<file path="src/source/vtl_pkg.sv">
// shared widths, typedefs and mode enum for the video chip
// raster and slot constants, port numbers and the colour palette
package vtl_pkg;

	typedef logic [15:0] cpu_addr_t;   // z80 address bus
	typedef logic [7:0]  byte_t;
	typedef logic [24:0] sdram_addr_t;
	typedef logic [13:0] vram_addr_t;  // offset inside the 16K video page
	typedef logic [3:0]  bank_t;       // 16K bank number
	typedef logic [3:0]  color_t;      // palette index
	typedef logic [5:0]  chan_t;       // one colour channel out

	typedef logic [9:0]  raster_cnt_t; // hcnt, vcnt, ycnt
	typedef logic [2:0]  slot_t;       // bus slot within 8 clocks

	typedef enum logic {GR_5, GR_2} gr_mode_t;

	// horizontal timing in F14M clocks, 952 per line
	localparam int H_SYNC      = 66;
	localparam int H_BACK      = 78;
	localparam int H_FRONT     = 10;
	localparam int H_VISIBLE   = 798;
	localparam int LEFT_BORDER = 72;
	localparam int ACTIVE_W    = 640;
	// vertical timing in lines
	localparam int V_TOTAL     = 312;
	localparam int V_SYNC      = 2;
	localparam int TOP_BORDER  = 64;
	localparam int ACTIVE_H    = 192;

	localparam slot_t SLOT_CPU_START = 3'd3; // cpu owns the bus in 3..5
	localparam slot_t SLOT_CPU_END   = 3'd5;
	localparam slot_t SLOT_CPUENA    = 3'd2;

	localparam byte_t PORT_BANK0     = 8'h40; // banks at 0x40..0x43
	localparam byte_t PORT_VIDEO     = 8'h44;
	localparam byte_t PORT_COLORS    = 8'h45;
	localparam bank_t BANK_MAPPED_IO = 4'd2;
	localparam bank_t RAM_BANK_LO    = 4'd4;  // writable ram banks
	localparam bank_t RAM_BANK_HI    = 4'd7;

	// 12 bit rgb, 4 bits each
	localparam logic [11:0] PALETTE [16] = '{
		12'h000, 12'h00f, 12'h080, 12'h09f, // black blue green cyan
		12'h600, 12'h83f, 12'h780, 12'hccc, // red magenta yellow grey
		12'h667, 12'h88f, 12'h5e3, 12'h8cf, // bright versions
		12'hf59, 12'hf9f, 12'hee6, 12'hfff
	};

endpackage

</file>
<file path="src/source/vtl_if.sv">
// raster_if with raster position, bus slot and area flags
// video_cfg_if with the video register state
interface raster_if;
	import vtl_pkg::*;

	slot_t       slot;      // hcnt mod 8
	raster_cnt_t xcnt;      // x inside active area, wraps below zero
	raster_cnt_t ycnt;      // line inside active area
	logic        row_start; // load row address
	logic        in_blank;
	logic        in_border;
	logic        in_active;

	modport drv (output slot, xcnt, ycnt, row_start, in_blank, in_border, in_active);
	modport rd (input slot, xcnt, ycnt, row_start, in_blank, in_border, in_active);
endinterface

interface video_cfg_if;
	import vtl_pkg::*;

	logic     gfx_enable; // bit 3 of mapped io
	gr_mode_t mode;
	logic     page7;      // video ram in page 7, else page 3
	color_t   border;
	color_t   fg;
	color_t   bg;

	modport drv (output gfx_enable, mode, page7, border, fg, bg);
	modport rd (input gfx_enable, mode, page7, border, fg, bg);
endinterface

</file>
<file path="src/source/cpu_bus_slots.sv">
// bank registers, port and mapped io decode, video registers
// sdram strobes, cpu read latch and the slot address mux
module cpu_bus_slots (
	input  logic                 F14M,
	input  logic                 RESET,
	input  logic                 MREQ_n,
	input  logic                 IORQ_n,
	input  logic                 RD_n,
	input  logic                 WR_n,
	input  vtl_pkg::cpu_addr_t   A,
	input  vtl_pkg::byte_t       DO,
	output vtl_pkg::byte_t       DI,
	output logic                 CPUENA,
	output vtl_pkg::sdram_addr_t sdram_addr,
	input  vtl_pkg::byte_t       sdram_dout,
	output vtl_pkg::byte_t       sdram_din,
	output logic                 sdram_wr,
	output logic                 sdram_rd,
	input  vtl_pkg::vram_addr_t  vram_addr,
	raster_if.rd                 raster,
	video_cfg_if.drv             cfg
);
	import vtl_pkg::*;

	logic        mreq;
	logic        iorq;
	logic        rd;
	logic        wr;
	bank_t       banks [4];   // one per 16K cpu window
	bank_t       bank;
	logic        bank_is_ram;
	logic        mapped_io;
	logic        cpu_slot;
	logic        video_slot;
	logic        cpu_io_wr;
	sdram_addr_t video_addr;
	sdram_addr_t cpu_addr;

	assign mreq = ~MREQ_n;
	assign iorq = ~IORQ_n;
	assign rd   = ~RD_n;
	assign wr   = ~WR_n;

	assign bank        = banks[A[15:14]];
	assign bank_is_ram = (bank >= RAM_BANK_LO) && (bank <= RAM_BANK_HI);
	assign mapped_io   = (bank == BANK_MAPPED_IO);

	assign CPUENA     = (raster.slot == SLOT_CPUENA);
	assign cpu_slot   = (raster.slot >= SLOT_CPU_START) && (raster.slot <= SLOT_CPU_END);
	assign video_slot = (raster.slot == 3'd7) || (raster.slot < 3'd2); // slots 7 0 1
	assign cpu_io_wr  = (raster.slot == SLOT_CPU_START) && iorq && wr;

	// page sits above the 14 bit video offset
	assign video_addr = {7'd0, cfg.page7 ? 4'd7 : 4'd3, vram_addr};
	assign cpu_addr   = {7'd0, bank, A[13:0]};
	assign sdram_addr = video_slot ? video_addr : cpu_slot ? cpu_addr : '0;

	always_ff @(posedge F14M) begin
		if (RESET) begin
			banks          <= '{default: '0};
			sdram_wr       <= 1'b0;
			sdram_rd       <= 1'b0;
			cfg.gfx_enable <= 1'b0;
			cfg.mode       <= GR_5;
			cfg.page7      <= 1'b1;
			cfg.border     <= 4'd10;
			cfg.fg         <= 4'd12;
			cfg.bg         <= 4'd3;
		end else begin
			sdram_rd <= 1'b1; // always reading
			if (raster.slot == SLOT_CPU_START && mreq) begin
				sdram_wr <= wr && bank_is_ram; // rom and io banks stay untouched
				if (wr && mapped_io) begin
					cfg.gfx_enable <= DO[3];
				end
			end
			if (raster.slot == SLOT_CPU_END) begin
				sdram_wr <= 1'b0; // end of the two clock write
			end
			if (cpu_io_wr) begin
				if (A[7:2] == PORT_BANK0[7:2]) begin
					banks[A[1:0]] <= DO[3:0];
				end else if (A[7:0] == PORT_VIDEO) begin
					cfg.page7  <= ~DO[3];
					cfg.border <= DO[7:4];
					cfg.mode   <= (DO[2:0] == 3'b110) ? GR_2 : GR_5;
				end else if (A[7:0] == PORT_COLORS) begin
					cfg.fg <= DO[7:4];
					cfg.bg <= DO[3:0];
				end
			end
		end
	end

	// write data and cpu read latch
	always_ff @(posedge F14M) begin
		if (raster.slot == SLOT_CPU_START && mreq) begin
			sdram_din <= DO;
		end
		if (raster.slot == SLOT_CPU_END && mreq && rd) begin
			DI <= mapped_io ? 8'hFF : sdram_dout; // no keyboard behind mapped io
		end
	end

endmodule

</file>
<file path="src/source/pixel_shifter.sv">
// graphic shift register, pixel rate per mode,
// area colour choice and palette lookup
module pixel_shifter (
	input  logic           F14M,
	input  logic           RESET,
	raster_if.rd           raster,
	video_cfg_if.rd        cfg,
	input  vtl_pkg::byte_t vram_data,
	output vtl_pkg::chan_t r,
	output vtl_pkg::chan_t g,
	output vtl_pkg::chan_t b
);
	import vtl_pkg::*;

	byte_t       shreg;  // lsb is the next pixel
	color_t      pixel;
	logic        tick;   // new pixel this clock
	logic        load;
	logic        shift;
	logic [11:0] rgb;

	assign tick  = (cfg.mode == GR_5) || !raster.xcnt[0]; // gr 2 doubles each bit
	assign load  = (cfg.mode == GR_5) ? (raster.xcnt[2:0] == 3'h7) : (raster.xcnt[3:0] == 4'hf);
	assign shift = raster.in_active && cfg.gfx_enable && tick;

	always_ff @(posedge F14M) begin
		if (RESET) begin
			pixel <= '0;
		end else if (raster.in_blank) begin
			pixel <= '0;
		end else if (raster.in_border) begin
			pixel <= cfg.border;
		end else if (!cfg.gfx_enable) begin
			pixel <= cfg.bg;   // graphics off
		end else if (tick) begin
			pixel <= shreg[0] ? cfg.fg : cfg.bg;
		end
	end

	// load overrides the last shift of a byte
	always_ff @(posedge F14M) begin
		if (load) begin
			shreg <= vram_data;
		end else if (shift) begin
			shreg <= shreg >> 1;
		end
	end

	assign rgb = PALETTE[pixel];
	assign r   = {rgb[11:8], 2'b00};
	assign g   = {rgb[7:4], 2'b00};
	assign b   = {rgb[3:0], 2'b00};

endmodule

</file>
<file path="src/source/raster_timing.sv">
// raster counters, negative syncs, bus slot
// area flags and the row start strobe
module raster_timing #(
	parameter int LEFT_BORDER = vtl_pkg::LEFT_BORDER
) (
	input  logic  F14M,
	input  logic  RESET,
	output logic  hsync,
	output logic  vsync,
	raster_if.drv raster
);
	import vtl_pkg::*;

	localparam int H_START = H_SYNC + H_BACK + LEFT_BORDER; // first active column

	localparam raster_cnt_t H_LAST   = raster_cnt_t'(H_SYNC + H_BACK + H_VISIBLE + H_FRONT - 1);
	localparam raster_cnt_t V_LAST   = raster_cnt_t'(V_TOTAL - 1);
	localparam raster_cnt_t X0       = raster_cnt_t'(H_START);
	localparam raster_cnt_t X1       = raster_cnt_t'(H_START + ACTIVE_W);
	localparam raster_cnt_t VIS_L    = raster_cnt_t'(H_SYNC + H_BACK);
	localparam raster_cnt_t VIS_R    = raster_cnt_t'(H_SYNC + H_BACK + H_VISIBLE);
	localparam raster_cnt_t Y0       = raster_cnt_t'(TOP_BORDER);
	localparam raster_cnt_t Y1       = raster_cnt_t'(TOP_BORDER + ACTIVE_H);
	localparam raster_cnt_t ROW_LOAD = raster_cnt_t'(H_START - 9); // one byte ahead plus one

	raster_cnt_t hcnt;
	raster_cnt_t vcnt;
	raster_cnt_t ycnt;
	logic        h_act;
	logic        v_act;
	logic        blank;

	always_ff @(posedge F14M) begin
		if (RESET) begin
			hcnt <= '0;
			vcnt <= '0;
			ycnt <= '0;
		end else if (hcnt == H_LAST) begin
			hcnt <= '0;
			vcnt <= (vcnt == V_LAST) ? '0 : vcnt + 1'b1;
			if (vcnt == Y0 - 1'b1) begin
				ycnt <= '0; // first active line is next
			end else begin
				ycnt <= ycnt + 1'b1;
			end
		end else begin
			hcnt <= hcnt + 1'b1;
		end
	end

	assign hsync = (hcnt >= raster_cnt_t'(H_SYNC));
	assign vsync = (vcnt >= raster_cnt_t'(V_SYNC));

	assign h_act = (hcnt >= X0) && (hcnt < X1);
	assign v_act = (vcnt >= Y0) && (vcnt < Y1);
	assign blank = (hcnt < VIS_L) || (hcnt >= VIS_R) || (vcnt < raster_cnt_t'(V_SYNC));

	assign raster.slot      = hcnt[2:0];
	assign raster.xcnt      = hcnt - X0;
	assign raster.ycnt      = ycnt;
	assign raster.row_start = (hcnt == ROW_LOAD); // slot 7 with default border
	assign raster.in_blank  = blank;
	assign raster.in_active = !blank && h_act && v_act;
	assign raster.in_border = !blank && !(h_act && v_act);

endmodule

</file>
<file path="src/source/video_fetch.sv">
// video ram row address, per byte address step
// and the fetched data latch
module video_fetch #(
	parameter int LEFT_BORDER = vtl_pkg::LEFT_BORDER
) (
	input  logic                F14M,
	input  logic                RESET,
	raster_if.rd                raster,
	video_cfg_if.rd             cfg,
	input  vtl_pkg::byte_t      sdram_dout,
	output vtl_pkg::vram_addr_t vram_addr,
	output vtl_pkg::byte_t      vram_data
);
	import vtl_pkg::*;

	// xcnt value where the left border begins
	localparam raster_cnt_t X_LEFT = raster_cnt_t'(2 ** $bits(raster_cnt_t) - LEFT_BORDER);

	raster_cnt_t y;
	logic        fetch_win; // left border and active area
	logic        step;
	vram_addr_t  row_gr5;
	vram_addr_t  row_gr2;

	assign y         = raster.ycnt;
	assign fetch_win = (raster.xcnt < raster_cnt_t'(ACTIVE_W)) || (raster.xcnt >= X_LEFT);

	// gr 2 uses each byte for 16 clocks
	assign step = (cfg.mode == GR_2) ? (raster.xcnt[3:0] == 4'hf) : (raster.xcnt[2:0] == 3'h7);

	// scrambled row layouts
	assign row_gr5 = {y[2], y[1], y[0], y[5], y[4], y[3], y[7], y[6], y[7], y[6], 4'h0};
	assign row_gr2 = {1'b1, y[2], y[1], y[5], y[4], y[3], y[0], y[7], y[6], y[7], y[6], 3'h0};

	always_ff @(posedge F14M) begin
		if (RESET) begin
			vram_addr <= '0;
		end else if (raster.row_start) begin
			vram_addr <= (cfg.mode == GR_2) ? row_gr2 : row_gr5;
		end else if (fetch_win && step) begin
			vram_addr <= vram_addr + 1'b1; // next byte of the row
		end
	end

	always_ff @(posedge F14M) begin
		if (raster.xcnt[2:0] == 3'h0) begin
			vram_data <= sdram_dout; // end of video slot 0
		end
	end

endmodule

</file>
<file path="src/source/vtl_chip.sv">
// video chip top with raster timing, cpu bus slots,
// video fetch and pixel shifter
module vtl_chip #(
	parameter int LEFT_BORDER = vtl_pkg::LEFT_BORDER
) (
	input  logic                 F14M,
	input  logic                 RESET,
	input  logic                 MREQ_n,
	input  logic                 IORQ_n,
	input  logic                 RD_n,
	input  logic                 WR_n,
	input  vtl_pkg::cpu_addr_t   A,
	input  vtl_pkg::byte_t       DO,
	output vtl_pkg::byte_t       DI,
	output logic                 CPUENA,     // cpu clock enable
	output vtl_pkg::sdram_addr_t sdram_addr,
	input  vtl_pkg::byte_t       sdram_dout,
	output vtl_pkg::byte_t       sdram_din,
	output logic                 sdram_wr,
	output logic                 sdram_rd,
	output logic                 hsync,
	output logic                 vsync,
	output vtl_pkg::chan_t       r,
	output vtl_pkg::chan_t       g,
	output vtl_pkg::chan_t       b
);
	import vtl_pkg::*;

	vram_addr_t vram_addr;
	byte_t      vram_data;

	raster_if    raster ();
	video_cfg_if cfg ();

	raster_timing #(.LEFT_BORDER(LEFT_BORDER)) raster_timing_i (
		.F14M   (F14M),
		.RESET  (RESET),
		.hsync  (hsync),
		.vsync  (vsync),
		.raster (raster.drv)
	);

	cpu_bus_slots cpu_bus_slots_i (
		.F14M       (F14M),
		.RESET      (RESET),
		.MREQ_n     (MREQ_n),
		.IORQ_n     (IORQ_n),
		.RD_n       (RD_n),
		.WR_n       (WR_n),
		.A          (A),
		.DO         (DO),
		.DI         (DI),
		.CPUENA     (CPUENA),
		.sdram_addr (sdram_addr),
		.sdram_dout (sdram_dout),
		.sdram_din  (sdram_din),
		.sdram_wr   (sdram_wr),
		.sdram_rd   (sdram_rd),
		.vram_addr  (vram_addr),
		.raster     (raster.rd),
		.cfg        (cfg.drv)
	);

	video_fetch #(.LEFT_BORDER(LEFT_BORDER)) video_fetch_i (
		.F14M       (F14M),
		.RESET      (RESET),
		.raster     (raster.rd),
		.cfg        (cfg.rd),
		.sdram_dout (sdram_dout),
		.vram_addr  (vram_addr),
		.vram_data  (vram_data)
	);

	pixel_shifter pixel_shifter_i (
		.F14M      (F14M),
		.RESET     (RESET),
		.raster    (raster.rd),
		.cfg       (cfg.rd),
		.vram_data (vram_data),
		.r         (r),
		.g         (g),
		.b         (b)
	);

endmodule

</file>
<file path="config.mk">
export PLATFORM = sky130hd
export DESIGN_NAME = vtl_chip
export DESIGN_NICKNAME = d
export VERILOG_FILES = /design/src/source/vtl_pkg.sv /design/src/source/vtl_if.sv /design/src/source/cpu_bus_slots.sv /design/src/source/pixel_shifter.sv /design/src/source/raster_timing.sv /design/src/source/video_fetch.sv /design/src/source/vtl_chip.sv
export SDC_FILE = /design/constraint.sdc
export NUM_CORES = 1
export LEC_CHECK = 0
export ABC_AREA = 0
export BUFFER_PORTS_ARGS = -buffer_cell sky130_fd_sc_hd__clkbuf_2
export CORE_UTILIZATION = 35
export CTS_BUF_LIST = sky130_fd_sc_hd__clkbuf_4 sky130_fd_sc_hd__clkbuf_8
export CTS_CLUSTER_SIZE = 40
export DETAILED_ROUTE_END_ITERATION = 6
export MAX_ROUTING_LAYER = met4
export PLACE_DENSITY = 0.55
export SLEW_MARGIN = 20
export SYNTH_ARGS = -nofsm -noshare
export SYNTH_HDL_FRONTEND = slang
export SYNTH_HIERARCHICAL = 1
export SYNTH_SLANG_ARGS = --single-unit
export TNS_END_PERCENT = 30
</file>
<file path="constraint.sdc">
create_clock -name F14M -period 5.9 [get_ports F14M]
set_clock_uncertainty 0.05 [all_clocks]
set_input_delay 0.295 -clock F14M [delete_from_list [all_inputs] [get_ports F14M]]
set_output_delay 0.295 -clock F14M [all_outputs]
set_load 0.02 [all_outputs]
</file>
# After elaboration in Yosys (flattened, before gate mapping)
# Memory sizes are Yosys's and may differ from the RTL's.
# Index checks and enable logic that the tools add are counted.
# W data, S select, Z words.
dict set report totals {
  n_memories 1
  inputBits 38
  regBits 113
  mem_bits_ro 192
  word_cells 136
  out_inout_bits 64
}
dict set report op_classes {
  n_eq_ne 16
  n_addsub 5
  n_bitwise 11
  n_reduce_logical 37
  order_cmp 20
  muxes 25
}
# name words word_bits rd rd_ports_with_merged_regs write_ports line
set mem_list {}
lappend mem_list {{(no name shown)} 16 12 1 0 0 pixel_shifter.sv:49} ;# assign rgb = PALETTE[pixel];
# op n
set ops {}
lappend ops {{$mux W14} 3}
lappend ops {{$add A10 B1 Y10 const B} 3}
lappend ops {{$mux W4} 7}
lappend ops {{$mux W25} 1}
lappend ops {{$mux W12} 2}
lappend ops {{$ge A10 B10 Y1 const B} 2}
lappend ops {{$ge A10 B7 Y1 const B} 2}
lappend ops {{$lt A10 B10 Y1 const B} 2}
lappend ops {{$mux W10} 2}
lappend ops {{$logic_and A1 B1 Y1} 19}
lappend ops {{$mux W18} 1}
lappend ops {{$bwmux W16} 1}
lappend ops {{$eq A8 B7 Y1 const B} 2}
lappend ops {{$mux W8} 2}
lappend ops {{$add A14 B1 Y14 const B} 1}
lappend ops {{$eq A3 B3 Y1 const B} 4}
lappend ops {{$eq A10 B10 Y1 const B} 1}
lappend ops {{$eq A10 B6 Y1 const B} 1}
lappend ops {{$eq A10 B8 Y1 const B} 1}
lappend ops {{$eq A10 B9 Y1 const B} 1}
lappend ops {{$ge A10 B2 Y1 const B} 1}
lappend ops {{$ge A10 B8 Y1 const B} 1}
lappend ops {{$lt A10 B2 Y1 const B} 1}
lappend ops {{$lt A10 B8 Y1 const B} 1}
lappend ops {{other kinds (30)} 52}

# Depth between registers and ports, before layout
# Gate-level depths: netlist of the first run.
dict set report logic_depth {
  depth_word 10
  ltp_mapped 11
  depth_no_buf 10
}

# Modules after synthesis
# The synthesis of the first run kept the hierarchy.
# mod cells_each instances seq_area_each_um2 area_each_um2
set modules_own_cells {}
lappend modules_own_cells {cpu_bus_slots 222 1 1141.1 2274.7}
lappend modules_own_cells {raster_timing 224 1 600.6 1780.5}
lappend modules_own_cells {video_fetch 115 1 520.5 1207.4}
lappend modules_own_cells {pixel_shifter 89 1 320.3 822.0}

# Worst setup path before layout of the first run
# Ideal clock, no wire load.
dict set report synth_timing {
  path_kind {reg2reg}
  startpoint {reg raster_timing_i.hcnt[4]}
  endpoint {reg pixel_shifter_i.pixel[0]}
  t_required_ps 5788
  setup_ps 62
  slack_ps 3541
  period_less_slack_ps 2359
  n_path_buf 0
  stages_incl_launch_ff 10
  arrival_time_ps 2247
  path_cell_list {dfxtp_1 inv_1 ha_1 nor2b_1 o2111ai_1 a21oi_1 a211oi_1 and4b_1 nor3_1 a32o_1}
}
dict set report synth_via {
  elab_chain_len 6
  elab_cells_between_ends 14
  classes_between {order compare (4); eq/ne (1); mux (1); reduce/logical (8)}
}
# element line
set synth_rtl {}
lappend synth_rtl {{from (decl)} raster_timing.sv:26} ;# raster_cnt_t hcnt;
lappend synth_rtl {{from (signal assigned)} raster_timing.sv:47} ;# hcnt <= hcnt + 1'b1;
lappend synth_rtl {{$lt A10 B8 Y1, or another cell as far along} raster_timing.sv:56} ;# assign blank = (hcnt < VIS_L) || (hcnt >= VIS_R) || (vcnt < raster_cnt_t'(V_SYNC));
lappend synth_rtl {{$logic_or A1 B1 Y1 / $logic_and A1 B1 Y1 (equally long branches)} {raster_timing.sv:56, raster_timing.sv:54}}
lappend synth_rtl {{$logic_or A1 B1 Y1 / $logic_and A1 B1 Y1 (equally long branches)} {raster_timing.sv:56, raster_timing.sv:64}}
lappend synth_rtl {{$logic_not A1 Y1} raster_timing.sv:64} ;# assign raster.in_border = !blank && !(h_act && v_act);
lappend synth_rtl {{$logic_and A1 B1 Y1 (*)} raster_timing.sv:64}
lappend synth_rtl {{named net raster.in_border} vtl_if.sv:11} ;# logic in_border;
lappend synth_rtl {{$ne A3 B1 Y1 (no source line) / $mux W4 (equally long branches)} n/a}
lappend synth_rtl {{to (signal assigned)} pixel_shifter.sv:32} ;# pixel <= cfg.border;
lappend synth_rtl {{to (signal assigned)} pixel_shifter.sv:34} ;# pixel <= cfg.bg;
lappend synth_rtl {{to (signal assigned)} pixel_shifter.sv:36} ;# pixel <= shreg[0] ? cfg.fg : cfg.bg;
lappend synth_rtl {{to (decl)} pixel_shifter.sv:16} ;# color_t pixel;
# The timed path passes the listed nets; every way through them passes the cells marked *.
# A chain may end at the register's enable or synchronous reset.

# Worst setup path after layout of the first run
# Ends and elaborated chain as after synthesis.

==> reports/summary.txt, run 1 <==
leak pwr: 2.40 nW
critical path peak fanout: 9
Mapped Area: 5990 sq um
grt ovf: 0
worst endpoint required time: 6.19 ns
GRT Util Overall: 17.3%
fin crit period: 2.94 ns
DRT iter0 DRCs: 354
crit path from: raster_timing_i/hcnt[4]$_SDFF_PP0_
fin crit share: 49.9%
CTS sink count: 111
Arr. time, crit path: 3.23 ns
hold path start: DO[4]
cts hold-fix bufs: 0
post-CTS setup buffers: 0
hold path depth: 1
clk_lat worst skew: 0.40 ns
hpwl dp: 10500 um
Die Width: 133 um
FF-to-FF setup slack: 2.96 ns
Cell Pwr Density: 206 nW/um^2
Max Fclk: 0.340 GHz
CTS buffer count: 9
syn avg cell area: 9.38 sq um
Synth Instances: 639
area of the multi-input gates: 3130 sq um
Core Region: 16600 sq um
number of diodes: 0
clock tree buffer depth: 2
final hold violations: 0
Via Count: 5031
initial antenna violation count: 0
final antenna-violating net count: 0
first drt pass iteration count: 6
CTS tree: yes
status: finished, final reports clean
WL per Instance: 15.6 um
Final Worst Setup Slack: 2.96 ns
final wirelength: 14500 um
Root Buffer: clkbuf_8
Slew @ Worst Pin: 0.925 ns
worst r2r src: raster_timing_i/hcnt[4]$_SDFF_PP0_
register area: 2540 sq um
RSZ-0062 raised after global routing: no
pre-CTS setup slack: 3.03 ns
fill cell count: 1667
Rows: 47
worst min path class: in2reg
worst r2r path cells: 9
share of layout cells above drive strength 1: 22.5%
CP startpoint kind: register
Reg clk slew, reported paths: 0.12 ns
Starting Density: 36.0%
DR vias/cell: 5.40
I/O pin count: 102
Setup crit end kind: register
Cells after DPL: 915
die height: 133 um
Synthesis Warnings: 6
Slew headroom: 38.1%
IO Port Bufs: 88
GPL Wtd Cong: 0.874
die area: 17600 sq um
post-layout util: 40.3%
largest net degree at the start of global routing: 55
maximum vdd drop: 0.0000984 V
max-slew violations: 0
CP Class: reg2reg
Non-Filler Instances: 931
global-route wire length before repair: 23800 um
htree depth: 3
number of global-route vias before repair: 4759
Max Cap Viol: 0
Post-route DRC: 0
setup TNS: 0 ns
final setup fails: 0
Area Overhead vs Synth: 11.9%
fin nets: 752
Post-CTS Resized: 0
[power by group]
group	switching, mW	internal (mW)	total (mW)
combinational	0.0795	0.0376	0.117
sequential	0.00844	0.794	0.802
clock	0.294	0.167	0.461
total	0.382	0.998	1.38
[final timing paths]
path	end
max	pixel_shifter_i/pixel[0]$_SDFFE_PP0P_
max reg2reg	pixel_shifter_i/pixel[0]$_SDFFE_PP0P_
min reg2reg	cpu_bus_slots_i/banks[3]$_SDFFE_PP0P_
min	cpu_bus_slots_i/sdram_din[4]$_DFFE_PP_
[worst max-delay path, cell delays in order (launching register included)]
cell       delay [ns]
dfxtp_1          0.49
inv_1            0.12
ha_1             0.20
nor2b_1          0.13
o2111ai_1        0.21
a21oi_1          0.11
a211oi_1         0.73
and4b_1          0.30
nor3_1           0.33
a32o_1           0.23
[state kept, by name, indices dropped and copies added, names as in the netlist, 8 cells and up]
name and cells:
cpu_bus_slots_i/sdram_din 8, raster_timing_i/hcnt 10, cpu_bus_slots_i/banks 16, cpu_bus_slots_i/DI 8
raster_timing_i/raster.ycnt 8, video_fetch_i/vram_addr 14, video_fetch_i/vram_data 8, pixel_shifter_i/shreg 8
raster_timing_i/vcnt 10
[placed cells by master (no fill, tap or decap), types with 4 or more instances in the layout]
master     n
and3_1     6
nand2b_1   7
edfxtp_1  32
or2b_1     5
nor4_1    11
and4_1     5
xnor2_1   25
a22o_1    15
nand4_1   14
ha_1       8
inv_1     14
a211o_1    6
nor3_2     5
a31o_2     7
a211oi_1   4
dfxtp_1   79
or2_1      9
mux2i_1   10
o31ai_1    5
clkbuf_8   9
nor3_1    13
o22ai_1    4
conb_1    13
a32o_1     4
or3_1      7
o21ai_0   30
buf_4      6
a21o_1     4
mux2_2     8
nand2_1   44
a31oi_1    4
nor2b_1    5
a21oi_1   46
and2_1     7
nor2_1    54
nand3_1   33
clkbuf_2  88
[stage by stage]
stage               area [sq um]  hold slack [ns]  power (mW)
finish                      6700           0.0392        1.38
global route                6700           0.0239        1.44
CTS                         6700           0.0214        1.40
detailed placement          6500            0.419       0.937
global placement            6500            0.406       0.935
floorplan                   6030            0.344       0.899
[metal layers]
metal	share of wire, %	global-route usage (%)
met5	0	-
met4	1.7	6.45
met3	3.6	2.95
met2	48	28.3
met1	46	21.2
[final cells by class]
type | count | area share, %
Inverter | 17 | 0.971
Clock inverter | 7 | 1.12
Tap cell | 220 | 4.11
Timing Repair Buffer | 94 | 7.24
Sequential cell | 111 | 37.9
Clock buffer | 9 | 1.85
Multi-Input combinational cell | 473 | 46.8
No activity file was read; power rests on OpenSTA's default activity.
==> run 2, diff against run 1 <==
ABC_AREA = 1   (was 0)
clock period = 3.02 ns   (was 5.9 ns; I/O delays follow)
==> run 2 against run 1 <==
Sequential power increased by 95%. Core utilization increased by 0.56 points. Wire length increased by 8.8%. Global-route usage increased by 0.55 points. Combinational power increased by 110%. Sequential cell count unchanged. Total power increased by 100%. Via count increased by 17%. Die area increased by 5.9%. Worst setup slack got worse by 2.4 ns. Critical path depth decreased by 3. Register-to-register slack got worse by 2.2 ns. Critical path type is now reg2out. Largest power group unchanged.
==> reports/summary.txt, run 2 <==
status: finished, final reports clean
CP Class: reg2out
Synth Instances: 912 (+43%)
maximum vdd drop: 0.000198 V (+100%)
die area: 18700 sq um (+5.9%)
final antenna-violating net count: 0 (unchanged)
Design Power: 2.78 mW (+100%)
RSZ-0062 raised after global routing: no
Arr. time, crit path: 2.31 ns (-0.92 ns)
share of layout cells above drive strength 1: 15.5% (-7.0 points)
Area Overhead vs Synth: 12.7%
I/O pin count: 102 (unchanged)
Starting Density: 36.2% (+0.22 points)
initial antenna violation count: 0 (unchanged)
final setup fails: 0 (unchanged)
WL per Instance: 12.9 um (-17%)
clock tree buffer depth: 2 (unchanged)
Root Buffer: clkbuf_8
Post-CTS Resized: 0 (unchanged)
global-route wire length before repair: 25400 um (+6.6%)
critical path peak fanout: 18 (+9)
Cell Pwr Density: 388 nW/um^2 (+88%)
Post-route DRC: 0 (unchanged)
Final Worst Setup Slack: 0.510 ns (-2.45 ns)
setup TNS: 0 ns (unchanged)
largest net degree at the start of global routing: 23 (-58%)
Setup crit end kind: output port
worst r2r path cells: 12 (+3)
most common cell after layout, fill and taps aside: nand2_1
number of global-route vias before repair: 5166 (+8.6%)
grt ovf: 0 (unchanged)
Max Fclk: 0.398 GHz
Synthesis Warnings: 6 (unchanged)
post-layout util: 40.8% (+0.56 points)
CTS tree: yes
worst min path class: in2reg
Reg clk slew, reported paths: 0.12 ns (about the same)
Via Count: 5875 (+17%)
Top Registers: cpu_bus_slots_i/banks (16), video_fetch_i/vram_addr (14)
most frequent cells in the layout: nand2_1 (229), inv_1 (115), nand3_1 (99)
final wirelength: 15800 um (+8.8%)
CP startpoint kind: register
max reg flops: 16 (unchanged)
CTS sink count: 111 (unchanged)
die height: 137 um (+2.9%)
Mapped Area: 6350 sq um (+6.0%)
DRT iter0 DRCs: 316 (-11%)
Max Cap Viol: 0 (unchanged)
CTS buffer count: 9 (unchanged)
hpwl dp: 11800 um (+12%)
hold path depth: 2 (+1)
clk_lat worst skew: 0.40 ns (about the same)
DR vias/cell: 4.79 (-11%)
IO Port Bufs: 88 (unchanged)
worst endpoint required time: 2.82 ns (-3.37 ns)
Core Region: 17500 sq um (+5.4%)
fin crit period: 2.51 ns
first drt pass iteration count: 5 (-1)
Slew @ Worst Pin: 0.715 ns (-0.211 ns)
Slew headroom: 52.4% (+14 points)
fin crit share: 83.1%
number of diodes: 0 (unchanged)
GPL Wtd Cong: 0.892 (+2.1%)
max-slew violations: 0 (unchanged)
cts hold-fix bufs: 12 (+12)
pre-CTS setup slack: 0.751 ns (-2.28 ns)
final hold violations: 0 (unchanged)
fin nets: 1042 (+39%)
syn avg cell area: 6.96 sq um (-26%)
Most flops, register: cpu_bus_slots_i/banks
Die Width: 137 um (+2.9%)
htree depth: 3 (unchanged)
GRT Util Overall: 17.8% (+0.55 points)
post-CTS setup buffers: 0 (unchanged)
leak pwr: 3.26 nW (+36%)
Rows: 48 (+2.1%)
[run 2: final timing paths]
check / from / to / slack (ns)
worst max register to register: raster_timing_i/hcnt[1]$_SDFF_PP0_ / video_fetch_i/vram_addr[4]$_SDFFE_PP0P_ / 0.71
worst min register to register: cpu_bus_slots_i/cfg.bg[2]$_SDFFE_PP0P_ / cpu_bus_slots_i/cfg.bg[2]$_SDFFE_PP0P_ / 0.42
worst min-delay path: RESET / raster_timing_i/raster.ycnt[1]$_SDFFE_PP0P_ / 0.04
worst max-delay path: raster_timing_i/hcnt[2]$_SDFF_PP0_ / sdram_addr[0] / 0.51
[run 2: worst max-delay path: stages (launching register included)]
cell	delay, ns
dfxtp_1	0.65
inv_2	0.07
nand3_1	0.10
inv_2	0.05
a21oi_2	0.53
o21ai_0	0.30
clkbuf_2	0.22
[run 2: area by class of cell]
| type | instances | area [sq um] |
|---|---|---|
| Fill cell | 1867 | 10400 |
| Multi-Input combinational cell | 642 | 3040 |
| Sequential cell | 111 | 2540 |
| Timing Repair Buffer | 107 | 613 |
| Inverter | 125 | 469 |
| Tap cell | 225 | 282 |
| Clock buffer | 10 | 131 |
| Clock inverter | 6 | 81.3 |
[run 2: per-layer routing]
| layer | wire [um] | part of all wire (%) | GRT usage, % | up-vias |
|---|---|---|---|---|
| met5 | 0 | 0 | - | - |
| met1 | 7820 | 49 | 24.0 | 2646 |
| li1 | - | - | - | 3078 |
| met4 | 255 | 1.6 | 5.93 | 0 |
| met2 | 7100 | 45 | 27.1 | 134 |
| met3 | 652 | 4.1 | 2.89 | 17 |
[run 2: through the flow]
step / area (sq um) / std cells / hold slack, ns
floorplan: 6390 / 923 / 0.170
global placement: 6830 / 1198 / 0.296
detailed placement: 6830 / 1198 / 0.296
CTS: 7160 / 1226 / 0.0308
global route: 7160 / 1226 / 0.0386
finish: 7160 / 1226 / 0.0437
[run 2: report_power, final]
group / internal [mW] / switching (mW)
logic: 0.0743 / 0.170
clock network: 0.408 / 0.563
registers: 1.55 / 0.0132
total: 2.03 / 0.746
